`config.mk`:
```
export PLATFORM = sky130hd
export DESIGN_NAME = dcache
export DESIGN_NICKNAME = d
export VERILOG_FILES = /design/src/hdl/cache_pkg.sv /design/src/hdl/dcache.sv
export VERILOG_INCLUDE_DIRS = /design/src /design/src/include
export SDC_FILE = /design/constraint.sdc
export NUM_CORES = 1
export LEC_CHECK = 0
export BUFFER_PORTS_ARGS = -buffer_cell sky130_fd_sc_hd__buf_2
export CAP_MARGIN = 20
export CORE_MARGIN = 3
export CORE_UTILIZATION = 40
export CTS_CLUSTER_SIZE = 30
export DETAILED_ROUTE_END_ITERATION = 10
export REMOVE_ABC_BUFFERS = 1
export SYNTH_ARGS = -nofsm -noshare
export SYNTH_HDL_FRONTEND = slang
export SYNTH_SLANG_ARGS = --single-unit
```
`constraint.sdc`:
```
create_clock -name clk -period 5.2 [get_ports clk]
set_input_delay 1.04 -clock clk [delete_from_list [all_inputs] [get_ports clk]]
set_output_delay 1.04 -clock clk [all_outputs]
set_load 0.005 [all_outputs]
```
`src/include/cache_params.svh`:
```
// Cache system sizes
// Address and data widths, line counts and main memory timing
`ifndef CACHE_PARAMS_SVH
`define CACHE_PARAMS_SVH

// Word address and data word widths
`define CACHE_ADDR_W  12
`define CACHE_DATA_W  32

// Line counts with one word per line
`define ICACHE_LINES  16
`define DCACHE_LINES  16

// Cycles of one unbroken grant before memory answers
`define MEM_LATENCY   4

// Memory depth covers the whole word address space
`define MEM_WORDS     4096

`endif

```
`src/hdl/cache_pkg.sv`:
```
// Cache system types
// Vector types for addresses, data, index and tag, plus the miss FSM states
`include "cache_params.svh"

package cache_pkg;

    typedef logic [`CACHE_ADDR_W-1:0] addr_t;  // Word address
    typedef logic [`CACHE_DATA_W-1:0] data_t;  // Data word

    // Both caches have the same line count, so one index width serves both
    localparam int INDEX_W = $clog2(`DCACHE_LINES);

    typedef logic [INDEX_W-1:0]               index_t;  // Low address bits
    typedef logic [`CACHE_ADDR_W-INDEX_W-1:0] tag_t;    // High address bits

    // Miss FSM shared by both caches
    typedef enum logic [1:0] {
        MISS_IDLE,        // Ready for a request
        MISS_WAIT_GRANT,  // Busy raised while memory is not yet ours
        MISS_WAIT_DONE,   // Granted and waiting for the done pulse
        MISS_RESPOND      // Valid pulse out while still taking requests
    } miss_state_t;

endpackage

```
`src/hdl/dcache.sv`:
```
// Data cache
// Direct-mapped, one word per line, write-through with write-allocate
// Every write waits for memory to confirm before answering
`timescale 1ns/1ps
`include "cache_params.svh"

module dcache (
    input  logic               clk,
    input  logic               rst,
    input  logic               d_req,        // One-cycle access strobe
    input  logic               d_we,         // Write when high
    input  cache_pkg::addr_t   d_addr,
    input  cache_pkg::data_t   d_wdata,
    input  logic               d_grant,
    input  logic               d_done,
    input  cache_pkg::data_t   mem_rdata,
    output cache_pkg::data_t   d_rdata,
    output logic               d_valid,      // One-cycle answer strobe
    output logic               dcache_busy,
    output cache_pkg::addr_t   d_mem_addr,
    output logic               d_mem_we,
    output cache_pkg::data_t   d_mem_wdata
);

    localparam int TAG_W = $bits(cache_pkg::tag_t);

    // Line storage
    cache_pkg::tag_t          tag_q  [`DCACHE_LINES];
    cache_pkg::data_t         data_q [`DCACHE_LINES];
    logic [`DCACHE_LINES-1:0] line_valid;

    cache_pkg::miss_state_t state;
    cache_pkg::addr_t       xfer_addr;   // Held for the whole transfer
    cache_pkg::data_t       xfer_wdata;  // Resent as is after a preemption
    logic                   xfer_we;

    cache_pkg::index_t req_idx;
    cache_pkg::tag_t   req_tag;
    cache_pkg::index_t xfer_idx;
    logic              req_hit;
    logic              accepting;
    logic              hit_take;     // Read hit answered next cycle
    logic              xfer_take;    // Read miss or any write
    logic              wr_take;
    logic              finish;       // Our done pulse

    ////////////////////
    // Lookup
    ////////////////////
    assign req_idx  = cache_pkg::index_t'(d_addr);
    assign req_tag  = d_addr[`CACHE_ADDR_W-1 -: TAG_W];
    assign xfer_idx = cache_pkg::index_t'(xfer_addr);
    assign req_hit  = line_valid[req_idx] && (tag_q[req_idx] == req_tag);

    assign accepting = (state == cache_pkg::MISS_IDLE) ||
                       (state == cache_pkg::MISS_RESPOND);
    assign hit_take  = accepting && d_req && !d_we && req_hit;
    assign xfer_take = accepting && d_req && (d_we || !req_hit);
    assign wr_take   = accepting && d_req && d_we;
    assign finish    = d_done && ((state == cache_pkg::MISS_WAIT_GRANT) ||
                                  (state == cache_pkg::MISS_WAIT_DONE));

    assign dcache_busy = (state == cache_pkg::MISS_WAIT_GRANT) ||
                         (state == cache_pkg::MISS_WAIT_DONE);
    // Memory side stays stable from acceptance to done
    assign d_mem_addr  = xfer_addr;
    assign d_mem_we    = xfer_we;
    assign d_mem_wdata = xfer_wdata;

    ////////////////////
    // Miss FSM
    ////////////////////
    always_ff @(posedge clk) begin
        if (rst) begin
            state      <= cache_pkg::MISS_IDLE;
            line_valid <= '0;
            d_valid    <= 1'b0;
            xfer_we    <= 1'b0;
        end else begin
            d_valid <= hit_take | finish;
            case (state)
                cache_pkg::MISS_IDLE,
                cache_pkg::MISS_RESPOND: begin
                    state <= xfer_take ? cache_pkg::MISS_WAIT_GRANT
                                       : cache_pkg::MISS_IDLE;
                    if (xfer_take)
                        xfer_we <= d_we;
                end
                cache_pkg::MISS_WAIT_GRANT: begin
                    if (finish)
                        state <= cache_pkg::MISS_RESPOND;
                    else if (d_grant)
                        state <= cache_pkg::MISS_WAIT_DONE;
                end
                cache_pkg::MISS_WAIT_DONE: begin
                    if (finish)
                        state <= cache_pkg::MISS_RESPOND;
                end
                default: state <= cache_pkg::MISS_IDLE;
            endcase
            if (wr_take)
                line_valid[req_idx] <= 1'b1;   // Write allocates right away
            else if (finish && !xfer_we)
                line_valid[xfer_idx] <= 1'b1;  // Read fill
        end
    end

    // Line data, transfer payload and answer data
    always_ff @(posedge clk) begin
        if (xfer_take) begin
            xfer_addr  <= d_addr;
            xfer_wdata <= d_wdata;
        end
        if (wr_take) begin
            tag_q[req_idx]  <= req_tag;   // Update or replace the line
            data_q[req_idx] <= d_wdata;
        end
        if (hit_take)
            d_rdata <= data_q[req_idx];
        if (finish) begin
            if (xfer_we) begin
                d_rdata <= xfer_wdata;  // Echo the word now in memory
            end else begin
                tag_q[xfer_idx]  <= xfer_addr[`CACHE_ADDR_W-1 -: TAG_W];
                data_q[xfer_idx] <= mem_rdata;
                d_rdata          <= mem_rdata;
            end
        end
    end

endmodule

```
==> metrics.csv <==
metric;value;unit
vias in the first global route;14500;
outcome;completed;
Clock Latency Late Sink;610;ps
FFs w/ async S/R, synth;0;%
#FFs+latches synth;736;
RSZ-0062 raised after global routing;no;
CP Data Required Time;5530;ps
Final Power;14.9;mW
Worst Tran Pin Value;1080;ps
post-CTS setup buffers;0;
Tmin final;3850;ps
fin crit share;74.0;%
gr usage total;18.0;%
die area;75200;um^2
Filler cells;5854;
top_reg_cell synth;edfxtp_1;
n_diodes;0;
# setup viols final;0;
Routability Congestion;0.772;
clock root cell;clkbuf_16;
Syn Area/Cell;21.8;um^2
Slew Limit Fails;0;
WL final;66.8;mm
DP Cell Count;2390;
CTS Buffer Depth;3;
clk sinks;736;
Cells after Synth;1323;
PwrDens;443;nW/um^2
Worst R2R Path Depth;9;
crit-path most repeated cell;nor2_4;
worst min path class;register to register;
relative slew slack;27.7;%
critical setup path kind;register to register;
routed vias/inst;5.52;
Die Width;274;um
crit-path cells;inv_1 > ha_1 > nand2b_4 > nor2_4 > buf_4 > nor3_1 > a31oi_1 > nor2_4 > buf_12;
layout cells sized above 1;34.4;%
# DRC;0;
largest net degree at the start of global routing;103;
Setup crit start kind;register;
Final Skew;27.7;ps
crit end category;register;
post-synthesis sequential area ratio;76.1;%
count of different cell masters after synthesis;52;
CORE AREA;70600;um^2
Initial DRT Pass Iterations;5;
Levels on crit path;9;
Hold Vio Cnt, Final;0;
max frequency;260;MHz
Max Cap Violations;0;
Num CTS Buffers;77;
synth warn;0;
antenna-violating nets left;0;
Clock transition at path regs;60;ps
CP max FO;30;
Port Buffers;160;
Post-synth EDFFs;716;
WP data arrival;4170;ps
Leak Pwr;10.9;nW
H-tree depth;3;
worst ir drop on vdd;0.233;mV
Buf+Inv Stages, Crit Path;3;
max incr delay on CP;780;ps
Via Count;14000;
hold buffer count at cts;0;
Crit path max-delay family;simple AND/OR/NAND/NOR gates;
CTS tree;built;
hold path depth;2;
DP HPWL;37.2;mm
synthesized cell area;28800;um^2
io pins;161;
first-pass GRT wire length;98.7;mm
Slowest-stage cell, CP;a31oi_1;
routed len/inst;26.4;um
# rows;97;
initial antenna violation count;2;
non-filler cells, final;2530;
Chip Height;274;um
iteration-0 DRC count of the detailed router;1145;
Nets;1613;
initial core utilization;40.8;%
post-cts sizing count;0;
total grt overflow;0;
area grow syn2layout;16.5;%
[synthesized netlist by cell type (all sizes together), types with 2 or more instances]
| master | instances | area (um^2) |
|---|---|---|
| o21ai | 36 | 180 |
| edfxtp | 716 | 21500 |
| nor3 | 2 | 10.0 |
| ha | 2 | 25.0 |
| buf | 40 | 248 |
| dfxtp | 20 | 400 |
| a31oi | 4 | 25.0 |
| clkbuf | 31 | 116 |
| xor2 | 3 | 26.3 |
| nand2b | 2 | 12.5 |
| a22oi | 7 | 52.6 |
| xnor2 | 8 | 70.1 |
| o31a | 2 | 17.5 |
| nor2 | 58 | 218 |
| nand3 | 2 | 10.0 |
| a22o | 2 | 17.5 |
| mux2i | 67 | 671 |
| nor4 | 4 | 31.3 |
| o22ai | 2 | 12.5 |
| a211oi | 4 | 30.0 |
| nor2b | 8 | 50.1 |
| or2 | 2 | 12.5 |
| nand4 | 3 | 25.0 |
| nand2 | 39 | 146 |
| nand3b | 3 | 22.5 |
| mux2 | 40 | 450 |
| a32oi | 2 | 17.5 |
| a221oi | 2 | 23.8 |
| inv | 8 | 30.0 |
| a21oi | 7 | 35.0 |
| nor3b | 2 | 15.0 |
| mux4 | 184 | 4180 |
[final timing paths]
check | startpoint | endpoint | slack, ps
worst max register to register | state[0] | tag_q[3][6] | 1350
worst min register to register | line_valid[15] | line_valid[15] | 470
worst max-delay path | state[0] | tag_q[3][6] | 1350
worst min-delay path | line_valid[15] | line_valid[15] | 470
[through the flow]
step	utilization [%]	hold WS [ps]	setup TNS (ps)	worst slack (ps)	cell area, um^2
finish	47.5	470	0	1350	33500
global route	47.5	503	0	1100	33500
CTS	47.5	477	0	1340	33500
detailed placement	43.9	462	0	856	31000
global placement	43.9	446	0	920	31000
floorplan	-	432	-1090560	-1690	28400
[per-layer routing]
| layer | vias to the layer above | track usage [%] | share of wire [%] |
|---|---|---|---|
| met5 | - | 0 | 0.018 |
| met1 | 7521 | 24.6 | 42 |
| met3 | 95 | 3.05 | 5.2 |
| met2 | 396 | 30.3 | 51 |
| met4 | 2 | 4.51 | 2.2 |
| li1 | 5960 | - | - |
[worst min-delay path, stage by stage (launching register included)]
cell	delay, ps
dfxtp_1	320
nor2_1	50
nor2_1	70
[sequential cells by signal, summed over array words and instances (netlist names)]
register	flops
d_mem_addr	12
d_mem_wdata	32
d_mem_we	1
d_rdata	32
d_valid	1
data_q	512
line_valid	16
state	2
tag_q	128
[power breakdown]
part	internal (mW)	total [mW]	switching, mW	leakage [nW]
Sequential	7.34	7.51	0.172	6.65
Clock	3.27	5.51	2.24	1.23
Combinational	0.658	1.84	1.18	3.03
Total	11.3	14.9	3.59	10.9
[layout by cell type (no fill, tap or decap), types with 8 or more instances in the layout]
cell type / netlist / routed
nor2_1: 58 / 41
nand2_1: 39 / 39
mux4_2: 175 / 175
o21ai_0: 36 / 35
inv_1: 8 / 8
edfxtp_1: 716 / 716
xnor2_1: 8 / 8
nor2_4: 0 / 17
clkbuf_1: 31 / 15
mux2_2: 40 / 40
buf_2: 22 / 156
buf_4: 1 / 29
buf_12: 2 / 10
clkinv_1: 0 / 19
bufinv_16: 0 / 9
dfxtp_1: 20 / 19
mux4_1: 9 / 9
mux2i_1: 67 / 67
clkbuf_16: 0 / 80
[area by class of cell]
type                       instances  area [um^2]  share of cell area, %
tap                              940         1180                   3.51
clock buffer                      95         2060                   6.14
multi-input combinational        508         6650                   19.8
timing repair buffer             198         1250                   3.73
sequential                       736        21900                   65.3
clock inverter                    45          470                   1.40
inverter                           8         30.0                 0.0895
[cells by family after synthesis]
family | count (synthesis) | synth area share [%]
XOR/XNOR | 11 | 0.335
flip-flops | 736 | 76.1
AND/OR/NAND/NOR | 129 | 2.04
adder cells (fa/ha/maj) | 2 | 0.0869
AO/OA/AOI/OAI | 75 | 1.70
buffers and inverters | 79 | 1.37
multiplexers | 291 | 18.4
(Power assumes the default switching activity.)
