$ cat config.mk
export PLATFORM = sky130hd
export DESIGN_NAME = icache
export DESIGN_NICKNAME = d
export VERILOG_FILES = /design/src/hdl/cache_pkg.sv /design/src/hdl/icache.sv
export VERILOG_INCLUDE_DIRS = /design/src /design/src/include
export SDC_FILE = /design/constraint.sdc
export NUM_CORES = 1
export LEC_CHECK = 0
export ABC_AREA = 1
export BUFFER_PORTS_ARGS = -buffer_cell sky130_fd_sc_hd__buf_2
export CAP_MARGIN = 25
export CORE_ASPECT_RATIO = 0.5
export CORE_UTILIZATION = 35
export DETAILED_ROUTE_END_ITERATION = 6
export GPL_ROUTABILITY_DRIVEN = 0
export PLACE_DENSITY = 0.54
export SLEW_MARGIN = 5
export SYNTH_ARGS = -nofsm -noshare
export SYNTH_HDL_FRONTEND = slang
export SYNTH_SLANG_ARGS = --single-unit
$ cat constraint.sdc
create_clock -name clk -period 3.5 [get_ports clk]
set_clock_uncertainty 0.1 [all_clocks]
set_input_delay 0.525 -clock clk [delete_from_list [all_inputs] [get_ports clk]]
set_output_delay 0.525 -clock clk [all_outputs]
set_load 0.03 [all_outputs]
$ cat src/include/cache_params.svh
// Cache system sizes
// Address and data widths, line counts and main memory timing
`ifndef CACHE_PARAMS_SVH
`define CACHE_PARAMS_SVH

// Word address and data word widths
`define CACHE_ADDR_W  12
`define CACHE_DATA_W  32

// Line counts with one word per line
`define ICACHE_LINES  16
`define DCACHE_LINES  16

// Cycles of one unbroken grant before memory answers
`define MEM_LATENCY   4

// Memory depth covers the whole word address space
`define MEM_WORDS     4096

`endif

$ cat src/hdl/cache_pkg.sv
// Cache system types
// Vector types for addresses, data, index and tag, plus the miss FSM states
`include "cache_params.svh"

package cache_pkg;

    typedef logic [`CACHE_ADDR_W-1:0] addr_t;  // Word address
    typedef logic [`CACHE_DATA_W-1:0] data_t;  // Data word

    // Both caches have the same line count, so one index width serves both
    localparam int INDEX_W = $clog2(`DCACHE_LINES);

    typedef logic [INDEX_W-1:0]               index_t;  // Low address bits
    typedef logic [`CACHE_ADDR_W-INDEX_W-1:0] tag_t;    // High address bits

    // Miss FSM shared by both caches
    typedef enum logic [1:0] {
        MISS_IDLE,        // Ready for a request
        MISS_WAIT_GRANT,  // Busy raised while memory is not yet ours
        MISS_WAIT_DONE,   // Granted and waiting for the done pulse
        MISS_RESPOND      // Valid pulse out while still taking requests
    } miss_state_t;

endpackage

$ cat src/hdl/icache.sv
// Instruction cache
// Direct-mapped, read-only, one word per line; misses go through the arbiter
`timescale 1ns/1ps
`include "cache_params.svh"

module icache (
    input  logic               clk,
    input  logic               rst,
    input  logic               i_req,       // One-cycle fetch strobe
    input  cache_pkg::addr_t   i_addr,
    input  logic               i_grant,
    input  logic               i_done,      // Memory word ready this cycle
    input  cache_pkg::data_t   mem_rdata,
    output cache_pkg::data_t   i_data,
    output logic               i_valid,     // One-cycle answer strobe
    output logic               icache_busy,
    output cache_pkg::addr_t   i_mem_addr
);

    localparam int TAG_W = $bits(cache_pkg::tag_t);

    // Line storage
    cache_pkg::tag_t          tag_q  [`ICACHE_LINES];
    cache_pkg::data_t         data_q [`ICACHE_LINES];
    logic [`ICACHE_LINES-1:0] line_valid;

    cache_pkg::miss_state_t state;
    cache_pkg::addr_t       miss_addr;  // Address of the outstanding miss

    cache_pkg::index_t req_idx;
    cache_pkg::tag_t   req_tag;
    cache_pkg::index_t miss_idx;
    logic              req_hit;
    logic              accepting;      // New request allowed when idle or answering
    logic              hit_take;
    logic              miss_take;
    logic              fill;           // Done pulse for our miss

    ////////////////////
    // Lookup
    ////////////////////
    assign req_idx  = cache_pkg::index_t'(i_addr);
    assign req_tag  = i_addr[`CACHE_ADDR_W-1 -: TAG_W];
    assign miss_idx = cache_pkg::index_t'(miss_addr);
    assign req_hit  = line_valid[req_idx] && (tag_q[req_idx] == req_tag);

    assign accepting = (state == cache_pkg::MISS_IDLE) ||
                       (state == cache_pkg::MISS_RESPOND);
    assign hit_take  = accepting && i_req && req_hit;
    assign miss_take = accepting && i_req && !req_hit;
    // Done can beat the grant state change when the latency is one cycle
    assign fill      = i_done && ((state == cache_pkg::MISS_WAIT_GRANT) ||
                                  (state == cache_pkg::MISS_WAIT_DONE));

    assign icache_busy = (state == cache_pkg::MISS_WAIT_GRANT) ||
                         (state == cache_pkg::MISS_WAIT_DONE);
    assign i_mem_addr  = miss_addr;

    ////////////////////
    // Miss FSM
    ////////////////////
    always_ff @(posedge clk) begin
        if (rst) begin
            state      <= cache_pkg::MISS_IDLE;
            line_valid <= '0;
            i_valid    <= 1'b0;
        end else begin
            i_valid <= hit_take | fill;  // Answer one cycle after hit or fill
            case (state)
                cache_pkg::MISS_IDLE,
                cache_pkg::MISS_RESPOND: begin
                    state <= miss_take ? cache_pkg::MISS_WAIT_GRANT
                                       : cache_pkg::MISS_IDLE;
                end
                cache_pkg::MISS_WAIT_GRANT: begin
                    if (fill)
                        state <= cache_pkg::MISS_RESPOND;
                    else if (i_grant)
                        state <= cache_pkg::MISS_WAIT_DONE;
                end
                cache_pkg::MISS_WAIT_DONE: begin
                    if (fill)
                        state <= cache_pkg::MISS_RESPOND;
                end
                default: state <= cache_pkg::MISS_IDLE;
            endcase
            if (fill)
                line_valid[miss_idx] <= 1'b1;
        end
    end

    // Line fill and answer data
    always_ff @(posedge clk) begin
        if (miss_take)
            miss_addr <= i_addr;
        if (hit_take)
            i_data <= data_q[req_idx];
        if (fill) begin
            tag_q[miss_idx]  <= miss_addr[`CACHE_ADDR_W-1 -: TAG_W];
            data_q[miss_idx] <= mem_rdata;
            i_data           <= mem_rdata;  // Forward the fetched word
        end
    end

endmodule

==> out/results.md <==
| Group | Metric | Value |
| --- | --- | --- |
| placement | Worst Setup Slack post-DPL | 0.334 ns |
| placement | Half-perimeter wire length after placement | 35.4 mm |
| timing | Final-layout setup total negative slack | 0 ns |
| timing | Worst slew margin | 37.6% |
| logic synthesis | FF+latch count, synth | 703 |
| logic synthesis | Total of warnings raised by yosys | 0 |
| logic synthesis | Yosys top cell area share | 74.4% |
| clock tree | Clk pin slew, worst setup/hold paths | 0.07 ns |
| clock tree | CTS Hold Bufs | 0 |
| routing | Routed Wire Length | 72.3 mm |
| routing | Vias after detailed routing | 17.2k |
| critical path | Cell mode on critical path | sky130_fd_sc_hd__nand2_1 |
| grt | Remaining global-route overflow | 0 |
| final layout | Layout overhead on the synthesized area | 15.1% |
| timing | Final Max Tran Viols | 0 |
| routing | DRC violations left | 0 |
| clock tree | Quantity of gates resized following cts | 0 |
| routing | Routed Antenna Nets | 0 |
| critical path | Startpoint kind of the worst setup timing path | input port |
| timing | Final worst path period need | 2.53 ns |
| clock tree | Clk root buf | sky130_fd_sc_hd__clkbuf_16 |
| critical path | Crit path max-delay cell type | sky130_fd_sc_hd__inv_8 |
| timing | RSZ-0062 raised after global routing | no |
| final layout | Area occupied by multi-input gates | 0.00585 sq mm |
| timing | Slew at the pin closest to its max-slew limit | 0.936 ns |
| floorplanning | Horiz. Die Dim | 399 um |
| critical path | Data required time of the critical path | 3.70 ns |
| grt | Pin count of the biggest net entering global routing | 161 |
| logic synthesis | Post-synthesis instance area | 0.0276 sq mm |
| timing | Number of hold violations in the final report | 0 |
| final layout | Count of placed standard cells in the final layout, fillers left out | 3265 |
| routing | Routed WL per cell | 22.1 um |
| logic synthesis | Post-synth top cells | sky130_fd_sc_hd__edfxtp_1 (684), sky130_fd_sc_hd__nor2_1 (394), sky130_fd_sc_hd__o21ai_0 (274), sky130_fd_sc_hd__nand2_1 (164), sky130_fd_sc_hd__nand3_1 (120) |
| logic synthesis | Number of flops mapped to enable cells by yosys | 684 |
| clock tree | CTS tree | done |
| worst hold path | Hold Crit Class | input port to flop |
| grt | Via count of the first global-routing pass | 16.6k |
| placement | Total of buffers placed on input and output ports | 94 |
| clock tree | Number of levels the H-tree was split into | 3 |
| floorplanning | Die area | 0.0800 sq mm |
| final layout | Nets@finish | 2233 |
| timing | Hold slack final | 0.0465 ns |
| critical path | Maximum fanout along the worst path | 67 |
| logic synthesis | Post-synthesis sequential area ratio | 75.8% |
| outcome | Status | finished, final reports clean |
| routing | Routed via count divided by cell count | 5.26 |
| logic synthesis | Total nets after synthesis | 2157 |
| grt | Wire length of the first global-routing pass | 108 mm |
| power and ir drop | Total power divided by cell area | 608 mW/mm^2 |
| routing | DRC violation total after the first TritonRoute iteration | 1845 |
| logic synthesis | Post-Syn Area per Cell | 13.1 sq um |
| floorplanning | Effective utilization at floorplan | 35.5% |
| critical path | Crit end category | flop |
| timing | Final critical-path share of the clock period | 72.4% |
| final layout | Area taken by flip-flops and latches | 0.0209 sq mm |
| critical path | Critical path arrival | 2.73 ns |
| logic synthesis | Post-synthesis cell type count | 27 |
| floorplanning | Die Height | 201 um |
| critical path | Classification of the worst setup path | input port to flop |
| timing | Fmax | 0.394 GHz |
| floorplanning | Number of core rows | 72 |
| logic synthesis | Share of flip-flops with an asynchronous set or reset after synthesis | 0% |
| critical path | Maximum cell stage delay along the critical path | 0.32 ns |
| timing | Count of final setup violators | 0 |
| logic synthesis | Top flip-flop cell by instance count after synthesis | sky130_fd_sc_hd__edfxtp_1 |
| clock tree | Clock sink count | 703 |
| floorplanning | Number of top-level pins | 95 |
| clock tree | Setup Fix Bufs, Post-CTS | 0 |
| clock tree | Worst-Skew Late Latency | 0.61 ns |
| power and ir drop | Worst-case vdd ir drop | 315 uV |
| logic synthesis | Gate Count Post-Synth | 2106 |
| critical path | Critical-path cell list | buf_8, inv_8, nand2_1, nand2_1, nand2_1, nand3_1, nand3_1, nand3_1, nand2_1, clkinv_1, nand2_1, nor2_1, nand3_1, inv_2, nand2_1, nand2_2, buf_12 |
| logic synthesis | Leading area contributor after synthesis | sky130_fd_sc_hd__edfxtp_1 |
| timing | Setup slack of the critical path after layout | 0.965 ns |
| floorplanning | Core Region | 0.0777 sq mm |
| final layout | Ratio of cells with drive above 1 in the final layout | 12.1% |
| placement | Number of placed instances, taps included | 3148 |
| routing | Number of optimization iterations in the first detailed-route pass | 6 |
| clock tree | Longest Clk Path Bufs | 3 |
| run | Max capacitance violation total | 0 |
| grt | Combined global-route utilization of all metal layers | 18.0% |
| grt | Number of antenna violations at the first check in global routing | 3 |
| power and ir drop | Leakage power | 10.5 nW |
| logic synthesis | Most numerous cell in the Yosys netlist | sky130_fd_sc_hd__edfxtp_1 |
| clock tree | Cts bufs inserted | 67 |
| final layout | Final-layout fill cell count | 7198 |
| logic synthesis | Top cells by area in the synthesized netlist | sky130_fd_sc_hd__edfxtp_1 (74%), sky130_fd_sc_hd__nor2_1 (5.4%), sky130_fd_sc_hd__o21ai_0 (5.0%), sky130_fd_sc_hd__o221ai_1 (3.0%), sky130_fd_sc_hd__nand2_1 (2.2%) |
-- worst paths after layout --
kind,from,end,slack [ns],cells past startpoint
worst min register to register,line_valid[5],line_valid[5],0.37,2
worst max register to register,state[0],data_q[1][5],0.97,8
worst max-delay path,i_addr[0],i_data[10],0.97,17
worst min-delay path,i_addr[7],i_mem_addr[7],0.05,1
-- per-stage QoR --
stage	util, %	instance area (sq um)	power (mW)
after floorplan	-	27600	11.4
after global placement	38.1	29600	12.4
after detailed placement	38.1	29600	12.4
after CTS	40.8	31700	19.5
after global routing	40.9	31700	20.0
final	40.9	31700	19.3
-- kinds of logic (layout without fill, tap and decap cells) --
logic type | Yosys count | in the layout | synth area share (%)
flip-flops | 703 | 703 | 75.8
AND/OR/NAND/NOR | 685 | 685 | 9.92
buffers and inverters | 223 | 345 | 3.41
AO/OA/AOI/OAI | 493 | 493 | 10.8
adder cells (fa/ha/maj) | 2 | 2 | 0.0907
other | 0 | 1 | 0
-- power breakdown --
group          internal (mW)  switching, mW
logic                  0.532           1.56
clock network           4.06           3.07
registers               9.85          0.235
-- flip-flops by register name (all words and copies together), names as in the netlist --
signal,cells
i_mem_addr,12
i_valid,1
state,2
i_data,32
tag_q,128
line_valid,16
data_q,512
-- cells in the final DEF, fill, tap and decap left out, types with 2 or more instances in the layout --
| cell type | synthesis | layout |
|---|---|---|
| sky130_fd_sc_hd__o221ai_1 | 93 | 93 |
| sky130_fd_sc_hd__nor3_1 | 4 | 4 |
| sky130_fd_sc_hd__dfxtp_1 | 19 | 19 |
| sky130_fd_sc_hd__buf_12 | 0 | 26 |
| sky130_fd_sc_hd__edfxtp_1 | 684 | 684 |
| sky130_fd_sc_hd__clkbuf_16 | 0 | 69 |
| sky130_fd_sc_hd__nand3b_1 | 2 | 2 |
| sky130_fd_sc_hd__o21ai_0 | 274 | 274 |
| sky130_fd_sc_hd__ha_1 | 2 | 2 |
| sky130_fd_sc_hd__nand3_1 | 120 | 120 |
| sky130_fd_sc_hd__bufinv_16 | 0 | 5 |
| sky130_fd_sc_hd__o21ba_2 | 6 | 6 |
| sky130_fd_sc_hd__clkinv_2 | 1 | 8 |
| sky130_fd_sc_hd__clkbuf_1 | 89 | 19 |
| sky130_fd_sc_hd__clkbuf_8 | 0 | 3 |
| sky130_fd_sc_hd__clkinv_1 | 3 | 8 |
| sky130_fd_sc_hd__a31oi_1 | 32 | 32 |
| sky130_fd_sc_hd__buf_2 | 34 | 91 |
| sky130_fd_sc_hd__o211ai_1 | 13 | 13 |
| sky130_fd_sc_hd__inv_2 | 2 | 3 |
| sky130_fd_sc_hd__nand2_1 | 164 | 163 |
| sky130_fd_sc_hd__o22ai_1 | 36 | 36 |
| sky130_fd_sc_hd__nor2_1 | 394 | 378 |
| sky130_fd_sc_hd__clkinv_8 | 0 | 2 |
| sky130_fd_sc_hd__buf_4 | 8 | 31 |
| sky130_fd_sc_hd__nor2_4 | 0 | 16 |
| sky130_fd_sc_hd__o21ai_1 | 25 | 25 |
| sky130_fd_sc_hd__inv_1 | 74 | 73 |
| sky130_fd_sc_hd__inv_6 | 0 | 3 |
| sky130_fd_sc_hd__a21oi_1 | 13 | 13 |
-- per-layer routing --
layer	wire [um]	share of wire, %	up-vias	track usage (%)
li1	-	-	7917	-
met3	4410	6.1	100	3.21
met4	1420	2.0	2	4.35
met1	33300	46	8642	26.2
met2	33200	46	518	27.9
met5	13	0.018	-	0
-- worst max-delay path: cells and delay by family --
family | cells | cell delay (ns)
simple gates | 12 | 1.32
buf+inv | 5 | 0.81
-- cell type report --
class	instances	share of cell area, %
diodes	1	0.00788
repair buffers	150	3.94
clock buffers	91	5.79
multi-input cells	1180	18.4
well taps	1036	4.08
inverters	80	0.982
flip-flops and latches	703	65.9
clock inverters	24	0.851
Power figures use the tool's default switching activity.
